### src/riscv_pkg.sv
//----------------------------------------
// Shared widths, types and encodings of
// the RV32I subset core
//----------------------------------------

package riscv_pkg;

    // Plain vector types
    typedef logic [31:0] word_t;
    typedef logic [4:0]  reg_idx_t;
    typedef logic [3:0]  strobe_t;

    typedef enum logic [2:0] {
        ALU_ADD,
        ALU_SUB,
        ALU_AND,
        ALU_OR,
        ALU_XOR,
        ALU_PASS_B
    } alu_op_e;

    typedef enum logic [1:0] {
        ST_FETCH,
        ST_EXEC,
        ST_MEM_WAIT
    } fetch_state_e;

    typedef enum logic [1:0] {
        LSU_IDLE,
        LSU_REQ,
        LSU_ACK
    } lsu_state_e;

    // Boot address and PC step
    localparam word_t RESET_VECTOR = 32'h8000_0000;
    localparam word_t INSTR_BYTES  = 32'd4;

    // Major opcodes
    localparam logic [6:0] OPC_LUI    = 7'b0110111;
    localparam logic [6:0] OPC_OP_IMM = 7'b0010011;
    localparam logic [6:0] OPC_OP     = 7'b0110011;
    localparam logic [6:0] OPC_LOAD   = 7'b0000011;
    localparam logic [6:0] OPC_STORE  = 7'b0100011;
    localparam logic [6:0] OPC_BRANCH = 7'b1100011;

    localparam strobe_t STROBE_WORD = 4'b1111;

endpackage

### src/riscv_core.sv
//----------------------------------------
// Top level of the in-order RV32I subset
// core with instruction and data ports
//----------------------------------------

`timescale 1ns/1ps

module riscv_core (
     input  logic                clk_i
    ,input  logic                rst_i
    ,input  logic                mem_i_valid_i
    ,input  riscv_pkg::word_t    mem_i_inst_i
    ,input  logic                mem_d_accept_i
    ,input  logic                mem_d_ack_i
    ,input  riscv_pkg::word_t    mem_d_data_rd_i
    ,output logic                mem_i_rd_o
    ,output riscv_pkg::word_t    mem_i_pc_o
    ,output riscv_pkg::word_t    mem_d_addr_o
    ,output riscv_pkg::word_t    mem_d_data_wr_o
    ,output logic                mem_d_rd_o
    ,output riscv_pkg::strobe_t  mem_d_wr_o
);

    riscv_pkg::word_t    instr_w;
    riscv_pkg::word_t    pc_w;
    logic                exec_valid_w;
    logic                branch_request_w;
    riscv_pkg::word_t    branch_pc_w;
    logic                lsu_stall_w;
    riscv_pkg::reg_idx_t rd_idx_w;
    riscv_pkg::reg_idx_t ra_idx_w;
    riscv_pkg::reg_idx_t rb_idx_w;
    riscv_pkg::word_t    imm_w;
    riscv_pkg::alu_op_e  alu_op_w;
    logic                use_imm_w;
    logic                rd_valid_w;
    logic                is_load_w;
    logic                is_store_w;
    logic                is_branch_w;
    logic                branch_ne_w;
    riscv_pkg::word_t    ra_value_w;
    riscv_pkg::word_t    rb_value_w;
    logic                rf_wr_en_w;
    riscv_pkg::reg_idx_t rf_wr_idx_w;
    riscv_pkg::word_t    rf_wr_data_w;
    logic                lsu_wb_valid_w;
    riscv_pkg::word_t    lsu_wb_value_w;

    //----------------------------------------
    // Front end
    //----------------------------------------
    riscv_fetch u_fetch (
         .clk_i            (clk_i)
        ,.rst_i            (rst_i)
        ,.mem_valid_i      (mem_i_valid_i)
        ,.mem_inst_i       (mem_i_inst_i)
        ,.branch_request_i (branch_request_w)
        ,.branch_pc_i      (branch_pc_w)
        ,.stall_i          (lsu_stall_w)
        ,.mem_rd_o         (mem_i_rd_o)
        ,.mem_pc_o         (mem_i_pc_o)
        ,.instr_o          (instr_w)
        ,.pc_o             (pc_w)
        ,.exec_valid_o     (exec_valid_w)
    );

    riscv_decode u_decode (
         .instr_i     (instr_w)
        ,.rd_idx_o    (rd_idx_w)
        ,.ra_idx_o    (ra_idx_w)
        ,.rb_idx_o    (rb_idx_w)
        ,.imm_o       (imm_w)
        ,.alu_op_o    (alu_op_w)
        ,.use_imm_o   (use_imm_w)
        ,.rd_valid_o  (rd_valid_w)
        ,.is_load_o   (is_load_w)
        ,.is_store_o  (is_store_w)
        ,.is_branch_o (is_branch_w)
        ,.branch_ne_o (branch_ne_w)
    );

    riscv_regfile u_regfile (
         .clk_i      (clk_i)
        ,.rst_i      (rst_i)
        ,.ra_idx_i   (ra_idx_w)
        ,.rb_idx_i   (rb_idx_w)
        ,.wr_en_i    (rf_wr_en_w)
        ,.wr_idx_i   (rf_wr_idx_w)
        ,.wr_data_i  (rf_wr_data_w)
        ,.ra_value_o (ra_value_w)
        ,.rb_value_o (rb_value_w)
    );

    //----------------------------------------
    // Execute and memory access
    //----------------------------------------
    riscv_exec u_exec (
         .exec_valid_i     (exec_valid_w)
        ,.pc_i             (pc_w)
        ,.ra_value_i       (ra_value_w)
        ,.rb_value_i       (rb_value_w)
        ,.imm_i            (imm_w)
        ,.alu_op_i         (alu_op_w)
        ,.use_imm_i        (use_imm_w)
        ,.rd_idx_i         (rd_idx_w)
        ,.rd_valid_i       (rd_valid_w)
        ,.is_branch_i      (is_branch_w)
        ,.branch_ne_i      (branch_ne_w)
        ,.lsu_wb_valid_i   (lsu_wb_valid_w)
        ,.lsu_wb_value_i   (lsu_wb_value_w)
        ,.is_load_i        (is_load_w)
        ,.branch_request_o (branch_request_w)
        ,.branch_pc_o      (branch_pc_w)
        ,.rf_wr_en_o       (rf_wr_en_w)
        ,.rf_wr_idx_o      (rf_wr_idx_w)
        ,.rf_wr_data_o     (rf_wr_data_w)
    );

    riscv_lsu u_lsu (
         .clk_i         (clk_i)
        ,.rst_i         (rst_i)
        ,.exec_valid_i  (exec_valid_w)
        ,.is_load_i     (is_load_w)
        ,.is_store_i    (is_store_w)
        ,.ra_value_i    (ra_value_w)
        ,.rb_value_i    (rb_value_w)
        ,.imm_i         (imm_w)
        ,.mem_accept_i  (mem_d_accept_i)
        ,.mem_ack_i     (mem_d_ack_i)
        ,.mem_data_rd_i (mem_d_data_rd_i)
        ,.mem_addr_o    (mem_d_addr_o)
        ,.mem_data_wr_o (mem_d_data_wr_o)
        ,.mem_rd_o      (mem_d_rd_o)
        ,.mem_wr_o      (mem_d_wr_o)
        ,.stall_o       (lsu_stall_w)
        ,.wb_valid_o    (lsu_wb_valid_w)
        ,.wb_value_o    (lsu_wb_value_w)
    );

endmodule

### src/riscv_decode.sv
//----------------------------------------
// Instruction decoder for the RV32I subset
// Pure combinational, reads the held word
//----------------------------------------

`timescale 1ns/1ps

module riscv_decode (
     input  riscv_pkg::word_t    instr_i
    ,output riscv_pkg::reg_idx_t rd_idx_o
    ,output riscv_pkg::reg_idx_t ra_idx_o
    ,output riscv_pkg::reg_idx_t rb_idx_o
    ,output riscv_pkg::word_t    imm_o
    ,output riscv_pkg::alu_op_e  alu_op_o
    ,output logic                use_imm_o
    ,output logic                rd_valid_o
    ,output logic                is_load_o
    ,output logic                is_store_o
    ,output logic                is_branch_o
    ,output logic                branch_ne_o
);

    logic [6:0]       opcode_w;
    logic [2:0]       funct3_w;
    logic [6:0]       funct7_w;
    riscv_pkg::word_t imm_i_w;
    riscv_pkg::word_t imm_s_w;
    riscv_pkg::word_t imm_b_w;
    riscv_pkg::word_t imm_u_w;
    logic             writes_rd_w;

    assign opcode_w = instr_i[6:0];
    assign funct3_w = instr_i[14:12];
    assign funct7_w = instr_i[31:25];

    assign rd_idx_o = instr_i[11:7];
    assign ra_idx_o = instr_i[19:15];
    assign rb_idx_o = instr_i[24:20];

    // Sign extended immediate formats
    assign imm_i_w = {{20{instr_i[31]}}, instr_i[31:20]};
    assign imm_s_w = {{20{instr_i[31]}}, instr_i[31:25], instr_i[11:7]};
    assign imm_b_w = {{19{instr_i[31]}}, instr_i[31], instr_i[7],
                      instr_i[30:25], instr_i[11:8], 1'b0};
    assign imm_u_w = {instr_i[31:12], 12'b0};

    always_comb begin
        alu_op_o    = riscv_pkg::ALU_ADD;
        imm_o       = imm_i_w;
        use_imm_o   = 1'b0;
        writes_rd_w = 1'b0;
        is_load_o   = 1'b0;
        is_store_o  = 1'b0;
        is_branch_o = 1'b0;
        branch_ne_o = 1'b0;

        case (opcode_w)
        riscv_pkg::OPC_LUI: begin
            writes_rd_w = 1'b1;
            use_imm_o   = 1'b1;
            imm_o       = imm_u_w;
            alu_op_o    = riscv_pkg::ALU_PASS_B;
        end
        riscv_pkg::OPC_OP_IMM: begin
            // ADDI only
            writes_rd_w = (funct3_w == 3'b000);
            use_imm_o   = 1'b1;
        end
        riscv_pkg::OPC_OP: begin
            writes_rd_w = 1'b1;
            case ({funct7_w, funct3_w})
            {7'h00, 3'b000}: alu_op_o = riscv_pkg::ALU_ADD;
            {7'h20, 3'b000}: alu_op_o = riscv_pkg::ALU_SUB;
            {7'h00, 3'b100}: alu_op_o = riscv_pkg::ALU_XOR;
            {7'h00, 3'b110}: alu_op_o = riscv_pkg::ALU_OR;
            {7'h00, 3'b111}: alu_op_o = riscv_pkg::ALU_AND;
            default:         writes_rd_w = 1'b0;
            endcase
        end
        riscv_pkg::OPC_LOAD: begin
            writes_rd_w = (funct3_w == 3'b010);
            is_load_o   = (funct3_w == 3'b010);
        end
        riscv_pkg::OPC_STORE: begin
            imm_o      = imm_s_w;
            is_store_o = (funct3_w == 3'b010);
        end
        riscv_pkg::OPC_BRANCH: begin
            // BEQ and BNE differ in funct3 bit 0
            imm_o       = imm_b_w;
            is_branch_o = (funct3_w[2:1] == 2'b00);
            branch_ne_o = funct3_w[0];
        end
        default: ;
        endcase
    end

    // Results aimed at x0 are discarded
    assign rd_valid_o = writes_rd_w && (rd_idx_o != 5'd0);

endmodule

### src/riscv_exec.sv
//----------------------------------------
// ALU, branch resolution and the single
// register file write port
//----------------------------------------

`timescale 1ns/1ps

module riscv_exec (
     input  logic                exec_valid_i
    ,input  riscv_pkg::word_t    pc_i
    ,input  riscv_pkg::word_t    ra_value_i
    ,input  riscv_pkg::word_t    rb_value_i
    ,input  riscv_pkg::word_t    imm_i
    ,input  riscv_pkg::alu_op_e  alu_op_i
    ,input  logic                use_imm_i
    ,input  riscv_pkg::reg_idx_t rd_idx_i
    ,input  logic                rd_valid_i
    ,input  logic                is_branch_i
    ,input  logic                branch_ne_i
    ,input  logic                lsu_wb_valid_i
    ,input  riscv_pkg::word_t    lsu_wb_value_i
    ,input  logic                is_load_i
    ,output logic                branch_request_o
    ,output riscv_pkg::word_t    branch_pc_o
    ,output logic                rf_wr_en_o
    ,output riscv_pkg::reg_idx_t rf_wr_idx_o
    ,output riscv_pkg::word_t    rf_wr_data_o
);

    riscv_pkg::word_t operand_b_w;
    riscv_pkg::word_t alu_result_w;
    logic             equal_w;

    assign operand_b_w = use_imm_i ? imm_i : rb_value_i;

    always_comb begin
        case (alu_op_i)
        riscv_pkg::ALU_SUB:    alu_result_w = ra_value_i - operand_b_w;
        riscv_pkg::ALU_AND:    alu_result_w = ra_value_i & operand_b_w;
        riscv_pkg::ALU_OR:     alu_result_w = ra_value_i | operand_b_w;
        riscv_pkg::ALU_XOR:    alu_result_w = ra_value_i ^ operand_b_w;
        riscv_pkg::ALU_PASS_B: alu_result_w = operand_b_w;
        default:               alu_result_w = ra_value_i + operand_b_w;
        endcase
    end

    // Branch compare on the register operands
    assign equal_w          = (ra_value_i == rb_value_i);
    assign branch_request_o = exec_valid_i && is_branch_i && (equal_w ^ branch_ne_i);
    assign branch_pc_o      = pc_i + imm_i;

    // ALU results in the exec cycle, loads when the ack returns
    assign rf_wr_en_o   = rd_valid_i && ((exec_valid_i && !is_load_i) ||
                                         (lsu_wb_valid_i && is_load_i));
    assign rf_wr_idx_o  = rd_idx_i;
    assign rf_wr_data_o = is_load_i ? lsu_wb_value_i : alu_result_w;

endmodule

### src/riscv_fetch.sv
//----------------------------------------
// Program counter, instruction register and
// the fetch / execute sequencing FSM
//----------------------------------------

`timescale 1ns/1ps

module riscv_fetch (
     input  logic                clk_i
    ,input  logic                rst_i
    ,input  logic                mem_valid_i
    ,input  riscv_pkg::word_t    mem_inst_i
    ,input  logic                branch_request_i
    ,input  riscv_pkg::word_t    branch_pc_i
    ,input  logic                stall_i
    ,output logic                mem_rd_o
    ,output riscv_pkg::word_t    mem_pc_o
    ,output riscv_pkg::word_t    instr_o
    ,output riscv_pkg::word_t    pc_o
    ,output logic                exec_valid_o
);

    riscv_pkg::fetch_state_e state_q;
    riscv_pkg::word_t        pc_q;
    riscv_pkg::word_t        instr_q;
    logic                    mem_rd_q;

    always_ff @(posedge clk_i) begin
        if (rst_i) begin
            state_q  <= riscv_pkg::ST_FETCH;
            mem_rd_q <= 1'b0;
            pc_q     <= riscv_pkg::RESET_VECTOR;
        end else begin
            case (state_q)
            riscv_pkg::ST_FETCH: begin
                // Idle only in the first cycle out of reset
                if (!mem_rd_q) begin
                    mem_rd_q <= 1'b1;
                end else if (mem_valid_i) begin
                    mem_rd_q <= 1'b0;
                    state_q  <= riscv_pkg::ST_EXEC;
                end
            end
            riscv_pkg::ST_EXEC: begin
                pc_q <= branch_request_i ? branch_pc_i : pc_q + riscv_pkg::INSTR_BYTES;
                if (stall_i) begin
                    state_q <= riscv_pkg::ST_MEM_WAIT;
                end else begin
                    state_q  <= riscv_pkg::ST_FETCH;
                    mem_rd_q <= 1'b1;
                end
            end
            riscv_pkg::ST_MEM_WAIT: begin
                if (!stall_i) begin
                    state_q  <= riscv_pkg::ST_FETCH;
                    mem_rd_q <= 1'b1;
                end
            end
            default: state_q <= riscv_pkg::ST_FETCH;
            endcase
        end
    end

    // Instruction word captured at the valid cycle
    always_ff @(posedge clk_i) begin
        if (state_q == riscv_pkg::ST_FETCH && mem_rd_q && mem_valid_i) begin
            instr_q <= mem_inst_i;
        end
    end

    assign mem_rd_o     = mem_rd_q;
    assign mem_pc_o     = pc_q;
    assign pc_o         = pc_q;
    assign instr_o      = instr_q;
    assign exec_valid_o = (state_q == riscv_pkg::ST_EXEC);

    // A pending fetch keeps its request and address
    a_fetch_hold: assert property (@(posedge clk_i) disable iff (rst_i)
        mem_rd_o && !mem_valid_i |=> mem_rd_o && $stable(mem_pc_o));

endmodule

### src/riscv_lsu.sv
//----------------------------------------
// Word load/store unit on the data port
// One request at a time, accept then ack
//----------------------------------------

`timescale 1ns/1ps

module riscv_lsu (
     input  logic                clk_i
    ,input  logic                rst_i
    ,input  logic                exec_valid_i
    ,input  logic                is_load_i
    ,input  logic                is_store_i
    ,input  riscv_pkg::word_t    ra_value_i
    ,input  riscv_pkg::word_t    rb_value_i
    ,input  riscv_pkg::word_t    imm_i
    ,input  logic                mem_accept_i
    ,input  logic                mem_ack_i
    ,input  riscv_pkg::word_t    mem_data_rd_i
    ,output riscv_pkg::word_t    mem_addr_o
    ,output riscv_pkg::word_t    mem_data_wr_o
    ,output logic                mem_rd_o
    ,output riscv_pkg::strobe_t  mem_wr_o
    ,output logic                stall_o
    ,output logic                wb_valid_o
    ,output riscv_pkg::word_t    wb_value_o
);

    riscv_pkg::lsu_state_e state_q;
    riscv_pkg::word_t      addr_q;
    riscv_pkg::word_t      data_q;
    logic                  load_q;
    logic                  start_w;

    assign start_w = exec_valid_i && (is_load_i || is_store_i);

    //----------------------------------------
    // Request sequencing
    //----------------------------------------
    always_ff @(posedge clk_i) begin
        if (rst_i) begin
            state_q <= riscv_pkg::LSU_IDLE;
            load_q  <= 1'b0;
        end else begin
            case (state_q)
            riscv_pkg::LSU_IDLE: begin
                if (start_w) begin
                    state_q <= riscv_pkg::LSU_REQ;
                    load_q  <= is_load_i;
                end
            end
            riscv_pkg::LSU_REQ: begin
                // Ack may arrive with the accept
                if (mem_accept_i) begin
                    state_q <= mem_ack_i ? riscv_pkg::LSU_IDLE : riscv_pkg::LSU_ACK;
                end
            end
            riscv_pkg::LSU_ACK: begin
                if (mem_ack_i) begin
                    state_q <= riscv_pkg::LSU_IDLE;
                end
            end
            default: state_q <= riscv_pkg::LSU_IDLE;
            endcase
        end
    end

    // Address and store data captured in the exec cycle
    always_ff @(posedge clk_i) begin
        if (start_w) begin
            addr_q <= ra_value_i + imm_i;
            data_q <= rb_value_i;
        end
    end

    assign mem_addr_o    = addr_q;
    assign mem_data_wr_o = data_q;
    assign mem_rd_o      = (state_q == riscv_pkg::LSU_REQ) && load_q;
    assign mem_wr_o      = (state_q == riscv_pkg::LSU_REQ && !load_q) ?
                           riscv_pkg::STROBE_WORD : '0;

    // Held from the exec cycle, released by the ack
    assign stall_o    = start_w || (state_q != riscv_pkg::LSU_IDLE && !mem_ack_i);
    assign wb_valid_o = (state_q != riscv_pkg::LSU_IDLE) && mem_ack_i && load_q;
    assign wb_value_o = mem_data_rd_i;

    // An access starts as either a read or a write
    a_rd_wr_excl: assert property (@(posedge clk_i) disable iff (rst_i)
        start_w |-> !(is_load_i && is_store_i));

    a_no_idle_ack: assert property (@(posedge clk_i) disable iff (rst_i)
        mem_ack_i |-> state_q != riscv_pkg::LSU_IDLE);

endmodule

### src/riscv_regfile.sv
//----------------------------------------
// Register file, two async reads, one
// sync write, x0 hardwired to zero
//----------------------------------------

`timescale 1ns/1ps

module riscv_regfile (
     input  logic                clk_i
    ,input  logic                rst_i
    ,input  riscv_pkg::reg_idx_t ra_idx_i
    ,input  riscv_pkg::reg_idx_t rb_idx_i
    ,input  logic                wr_en_i
    ,input  riscv_pkg::reg_idx_t wr_idx_i
    ,input  riscv_pkg::word_t    wr_data_i
    ,output riscv_pkg::word_t    ra_value_o
    ,output riscv_pkg::word_t    rb_value_o
);

    riscv_pkg::word_t regs_q [1:31];

    always_ff @(posedge clk_i) begin
        if (rst_i) begin
            for (int i = 1; i < 32; i++) begin
                regs_q[i] <= '0;
            end
        end else if (wr_en_i && wr_idx_i != 5'd0) begin
            regs_q[wr_idx_i] <= wr_data_i;
        end
    end

    assign ra_value_o = (ra_idx_i == 5'd0) ? '0 : regs_q[ra_idx_i];
    assign rb_value_o = (rb_idx_i == 5'd0) ? '0 : regs_q[rb_idx_i];

endmodule

### config.mk
export PLATFORM = sky130hd
export DESIGN_NAME = riscv_core
export DESIGN_NICKNAME = d
export VERILOG_FILES = /design/src/riscv_pkg.sv /design/src/riscv_core.sv /design/src/riscv_decode.sv /design/src/riscv_exec.sv /design/src/riscv_fetch.sv /design/src/riscv_lsu.sv /design/src/riscv_regfile.sv
export SDC_FILE = /design/constraint.sdc
export NUM_CORES = 2
export LEC_CHECK = 0
export BUFFER_PORTS_ARGS = -buffer_cell sky130_fd_sc_hd__buf_4
export CAP_MARGIN = 25
export CORE_MARGIN = 2
export CORE_UTILIZATION = 60
export DETAILED_ROUTE_END_ITERATION = 8
export PLACE_DENSITY = 0.77
export SYNTH_ARGS = -nofsm -noshare
export SYNTH_HDL_FRONTEND = slang
export SYNTH_SLANG_ARGS = --single-unit
### constraint.sdc
create_clock -name clk_i -period 10.2 [get_ports clk_i]
set_clock_uncertainty 0.05 [all_clocks]
set_input_delay 2.55 -clock clk_i [delete_from_list [all_inputs] [get_ports clk_i]]
set_output_delay 2.55 -clock clk_i [all_outputs]
set_load 0.02 [all_outputs]
==> qor.tcl <==
set qor(outcome) {finished clean}
set qor(reg2reg_setup_slack_ps) 1480
set qor(timing.setup.critical_path_class) {reg2reg}
set qor(total_number_of_clock_tree_sinks) 1168
set qor(groute.usage.overall_pct) 41.7
set qor(grt_pass1_wl_um) 337000
set qor(average_instance_area_after_synthesis_sq_um) 12.8
set qor(htree_levels) 3
set qor(final_min_period_over_clock_period_pct) 85.5
set qor(timing.final.setup_violations) 0
set qor(final.setup.tns_ps) 0
set qor(drv_cap) 0
set qor(grt_antenna_before_repair) 9
set qor(grt_start_max_net_pins) 82
set qor(clkLatencyLatePin_ps) 770
set qor(power_frac_seq_pct) 37.7
set qor(critical_path.cell_chain) {buf_12 -> mux4_2 -> o22ai_1 -> nor3_1 -> o21ai_0 -> nor2_1 -> nand4b_1 -> a211oi_2 -> a31oi_1 -> nor3_1 -> xnor2_1 -> ha_1 -> a21o_1 -> a21o_1 -> a21oi_1 -> nand2_1 -> a21o_1 -> or4b_2 -> a41oi_1 -> nor3_2 -> o21ai_4 -> buf_4 -> a211oi_1}
set qor(initial_core_util_pct) 60.5
set qor(peakVddDrop_v) 0.000243
set qor(core_area_sq_um) 111000
set qor(first_global_vias) 49800
set qor(critPathTopFamily) {compound AO/OA/AOI/OAI gates}
set qor(r2r_cells) 23
set qor(routed_wire_length_um) 239000
set qor(fp.dieW_um) 338
set qor(worst_setup_path_endpoint) {u_regfile.regs_q[1][31]}
set qor(nets) 5533
set qor(synth.yosys.seq_area_share_pct) 51.8
set qor(synth-edff-count) 1120
set qor(maximum_root_to_sink_buffer_count) 3
set qor(post_route_cells_drive_above_1_share_pct) 23.3
set qor(synthToLayoutAreaGrowth_pct) 10.5
set qor(yosysWarningCount) 0
set qor(netlist-cell-type-count) 91
set qor(period_needed_ps) 8720
set qor(synth_ff_type) {sky130_fd_sc_hd__edfxtp_1}
set qor(hold_slack_ps) 428
set qor(layout.cells.most_common) {sky130_fd_sc_hd__edfxtp_1}
set qor(die_y_um) 338
set qor(worstReg2RegEnd) {u_regfile.regs_q[1][31]}
set qor(detailroute.via_count) 51100
set qor(timing.critical_path.from_type) {flop}
set qor(final_max_slew_viol_count) 0
set qor(power.switching_fraction_pct) 37.0
set qor(ctsRootBufferMaster) {sky130_fd_sc_hd__clkbuf_16}
set qor(hold_viol_final) 0
set qor(synthesis.area_sq_um) 66800
set qor(cp.arrival_ps) 9140
set qor(cp_num_cells) 23
set qor(firstDrtPassIters) 9
set qor(detail_route.drc_violations) 0
set qor(cts-buffers-inserted) 117
set qor(core.rowCount) 122
set qor(async_flop_share_pct) 0
set qor(viasPerCell) 7.41
set qor(cpMostUsedCell) {sky130_fd_sc_hd__a21o_1}
set qor(dp.final_hpwl_um) 150000
set qor(pwr-share-clk_pct) 29.6
set qor(worst_path_max_delay_cell) {sky130_fd_sc_hd__dfxtp_4}
set qor(floorplan.die_area_sq_um) 114000
set qor(p_sw_mw) 5.62
set qor(final_wtd_congestion) 0.979
set qor(tritoncts) {done}
set qor(worst-slew-pin-transition_ps) 1180
set qor(initialDrtViolationCount) 8559
set qor(critPathRequiredTime_ps) 10610
set qor(floorplan.io_pins) 171
set qor(critical_path.max_stage_delay_ps) 900
set qor(ant_nets) 0
set qor(max_clock_freq_mhz) 115
set qor(synth_cells) 5237
set qor(min-delay-path-class) {reg2reg}
set qor(max-slew-margin-rel_pct) 21.1
set qor(cp_num_buf_inv) 2
set qor(multiInputGateArea_sq_um) 29900
set qor(p_int_mw) 9.57
set qor(clk_transition_reported_paths_ps) 60
set qor(postCtsSetupBuffers) 0
set qor(seq_area_sq_um) 34600
set qor(drt-wirelength-per-cell_um) 34.6
set qor(power_leakage_nw) 27.7
set qor(io_buffer_count) 170
set qor(rsz0062_at_grt) {no}
set qor(cp_max_fo) 73
set qor(synth_seq_cells) 1168
set qor(critical_path.endpoint_type) {flop}
set qor(p_per_area_nw_per_um2) 206
set qor(comb_power_share_pct) 32.7
set qor(filler_cell_count) 7715
set qor(most-common-layout-cells) {1,120 x sky130_fd_sc_hd__edfxtp_1, 1,036 x sky130_fd_sc_hd__nor2_1, 526 x sky130_fd_sc_hd__mux4_2}
set qor(cts-resized-gates) 0
set qor(cts_hold_buffers) 0
set qor(grt-ovfl-total) 0
sequential cells by signal, summed over array words and instances, names as in the netlist, named ones only:
signal               count
u_regfile.regs_q      1024
u_lsu.mem_data_wr_o     32
u_fetch.mem_rd_o         1
u_fetch.state_q          2
u_lsu.load_q             1
u_lsu.mem_addr_o        32
u_lsu.state_q            2
u_fetch.mem_pc_o        32
u_fetch.instr_o         32
layout make-up:
class                           instances  share of cell area (%)
Clock buffer                          144                    4.13
Multi-Input combinational cell       3482                    40.4
Clock inverter                         78                    1.21
Antenna cell                            4                  0.0136
Sequential cell                      1168                    46.9
Tap cell                             1488                    2.52
Inverter                              158                   0.803
Timing Repair Buffer                  372                    4.00
logic make-up after synthesis:
group,count (synthesis),synth area share (%)
multiplexers,639,19.5
flip-flops,1168,51.8
XOR/XNOR,134,1.76
AO/OA/AOI/OAI,772,8.11
buffers and inverters,618,4.22
adder cells (fa/ha/maj),165,3.12
AND/OR/NAND/NOR,1740,11.5
other,1,0.00561
layer usage:
metal | track usage [%] | wire (um) | up-vias
li1 | - | - | 20100
met1 | 49.9 | 74100 | 24800
met2 | 61.7 | 104000 | 4950
met3 | 16.2 | 38900 | 1235
met4 | 30.4 | 21700 | 14
met5 | 0 | 161 | -
how the worst min path moves through the flow:
stage                             startpoint                 end  slack, ps  cells past startpoint
after floorplan           u_fetch.state_q[1]  u_fetch.state_q[1]        400                      2
after global placement    u_fetch.state_q[1]  u_fetch.state_q[1]        410                      2
after detailed placement  u_fetch.state_q[1]  u_fetch.state_q[1]        420                      2
after CTS                 u_fetch.state_q[1]  u_fetch.state_q[1]        430                      2
after global routing      u_fetch.state_q[1]  u_fetch.state_q[1]        450                      2
final                     u_fetch.state_q[1]  u_fetch.state_q[1]        430                      2
worst reg2reg max path, cell delays in order, from the launching register on:
cell	delay, ps
sky130_fd_sc_hd__dfxtp_4	900
sky130_fd_sc_hd__buf_12	560
sky130_fd_sc_hd__mux4_2	680
sky130_fd_sc_hd__o22ai_1	270
sky130_fd_sc_hd__nor3_1	90
sky130_fd_sc_hd__o21ai_0	890
sky130_fd_sc_hd__nor2_1	200
sky130_fd_sc_hd__nand4b_1	350
sky130_fd_sc_hd__a211oi_2	500
sky130_fd_sc_hd__a31oi_1	260
sky130_fd_sc_hd__nor3_1	280
sky130_fd_sc_hd__xnor2_1	180
sky130_fd_sc_hd__ha_1	320
sky130_fd_sc_hd__a21o_1	190
sky130_fd_sc_hd__a21o_1	180
sky130_fd_sc_hd__a21oi_1	190
sky130_fd_sc_hd__nand2_1	80
sky130_fd_sc_hd__a21o_1	210
sky130_fd_sc_hd__or4b_2	730
sky130_fd_sc_hd__a41oi_1	330
sky130_fd_sc_hd__nor3_2	90
sky130_fd_sc_hd__o21ai_4	160
sky130_fd_sc_hd__buf_4	550
sky130_fd_sc_hd__a211oi_1	200
power groups by stage:
stage               Combinational (mW)  Sequential, mW  Clock (mW)
finish                            4.97            5.73        4.50
global placement                  4.64            5.79           0
global route                      5.16            5.74        4.66
floorplan                         3.11            5.71           0
detailed placement                4.70            5.82           0
CTS                               4.73            5.72        4.48
synthesized netlist by cell type (62+ instances only):
master                     count  area share, %
sky130_fd_sc_hd__nand3_1      75           0.56
sky130_fd_sc_hd__ha_1        162            3.0
sky130_fd_sc_hd__nor2_1     1041            5.8
sky130_fd_sc_hd__o22ai_1      62           0.58
sky130_fd_sc_hd__xnor2_1      85            1.1
sky130_fd_sc_hd__clkbuf_1    306            1.7
sky130_fd_sc_hd__inv_1       153           0.86
sky130_fd_sc_hd__nand2_1     223            1.3
sky130_fd_sc_hd__mux2i_1      96            1.4
sky130_fd_sc_hd__edfxtp_1   1120             50
sky130_fd_sc_hd__a22oi_1     101            1.1
sky130_fd_sc_hd__mux4_2      526             18
sky130_fd_sc_hd__a21oi_1     138            1.0
sky130_fd_sc_hd__nor3_1      111           0.83
sky130_fd_sc_hd__o21ai_0      88           0.66
stage by stage:
step	utilization, %	cell area (sq um)	cells	total power, mW	setup WS (ps)
3_3_place_gp	63.1	69700	6654	10.4	1920
4_1_cts	66.7	73700	6879	14.9	1790
5_1_grt	66.8	73800	6890	15.6	1270
3_5_place_dp	63.1	69800	6657	10.5	1760
6_report	66.8	73900	6894	15.2	1480
2_1_floorplan	-	66900	5268	8.82	3470
No activity file was read; power rests on OpenSTA's default activity.
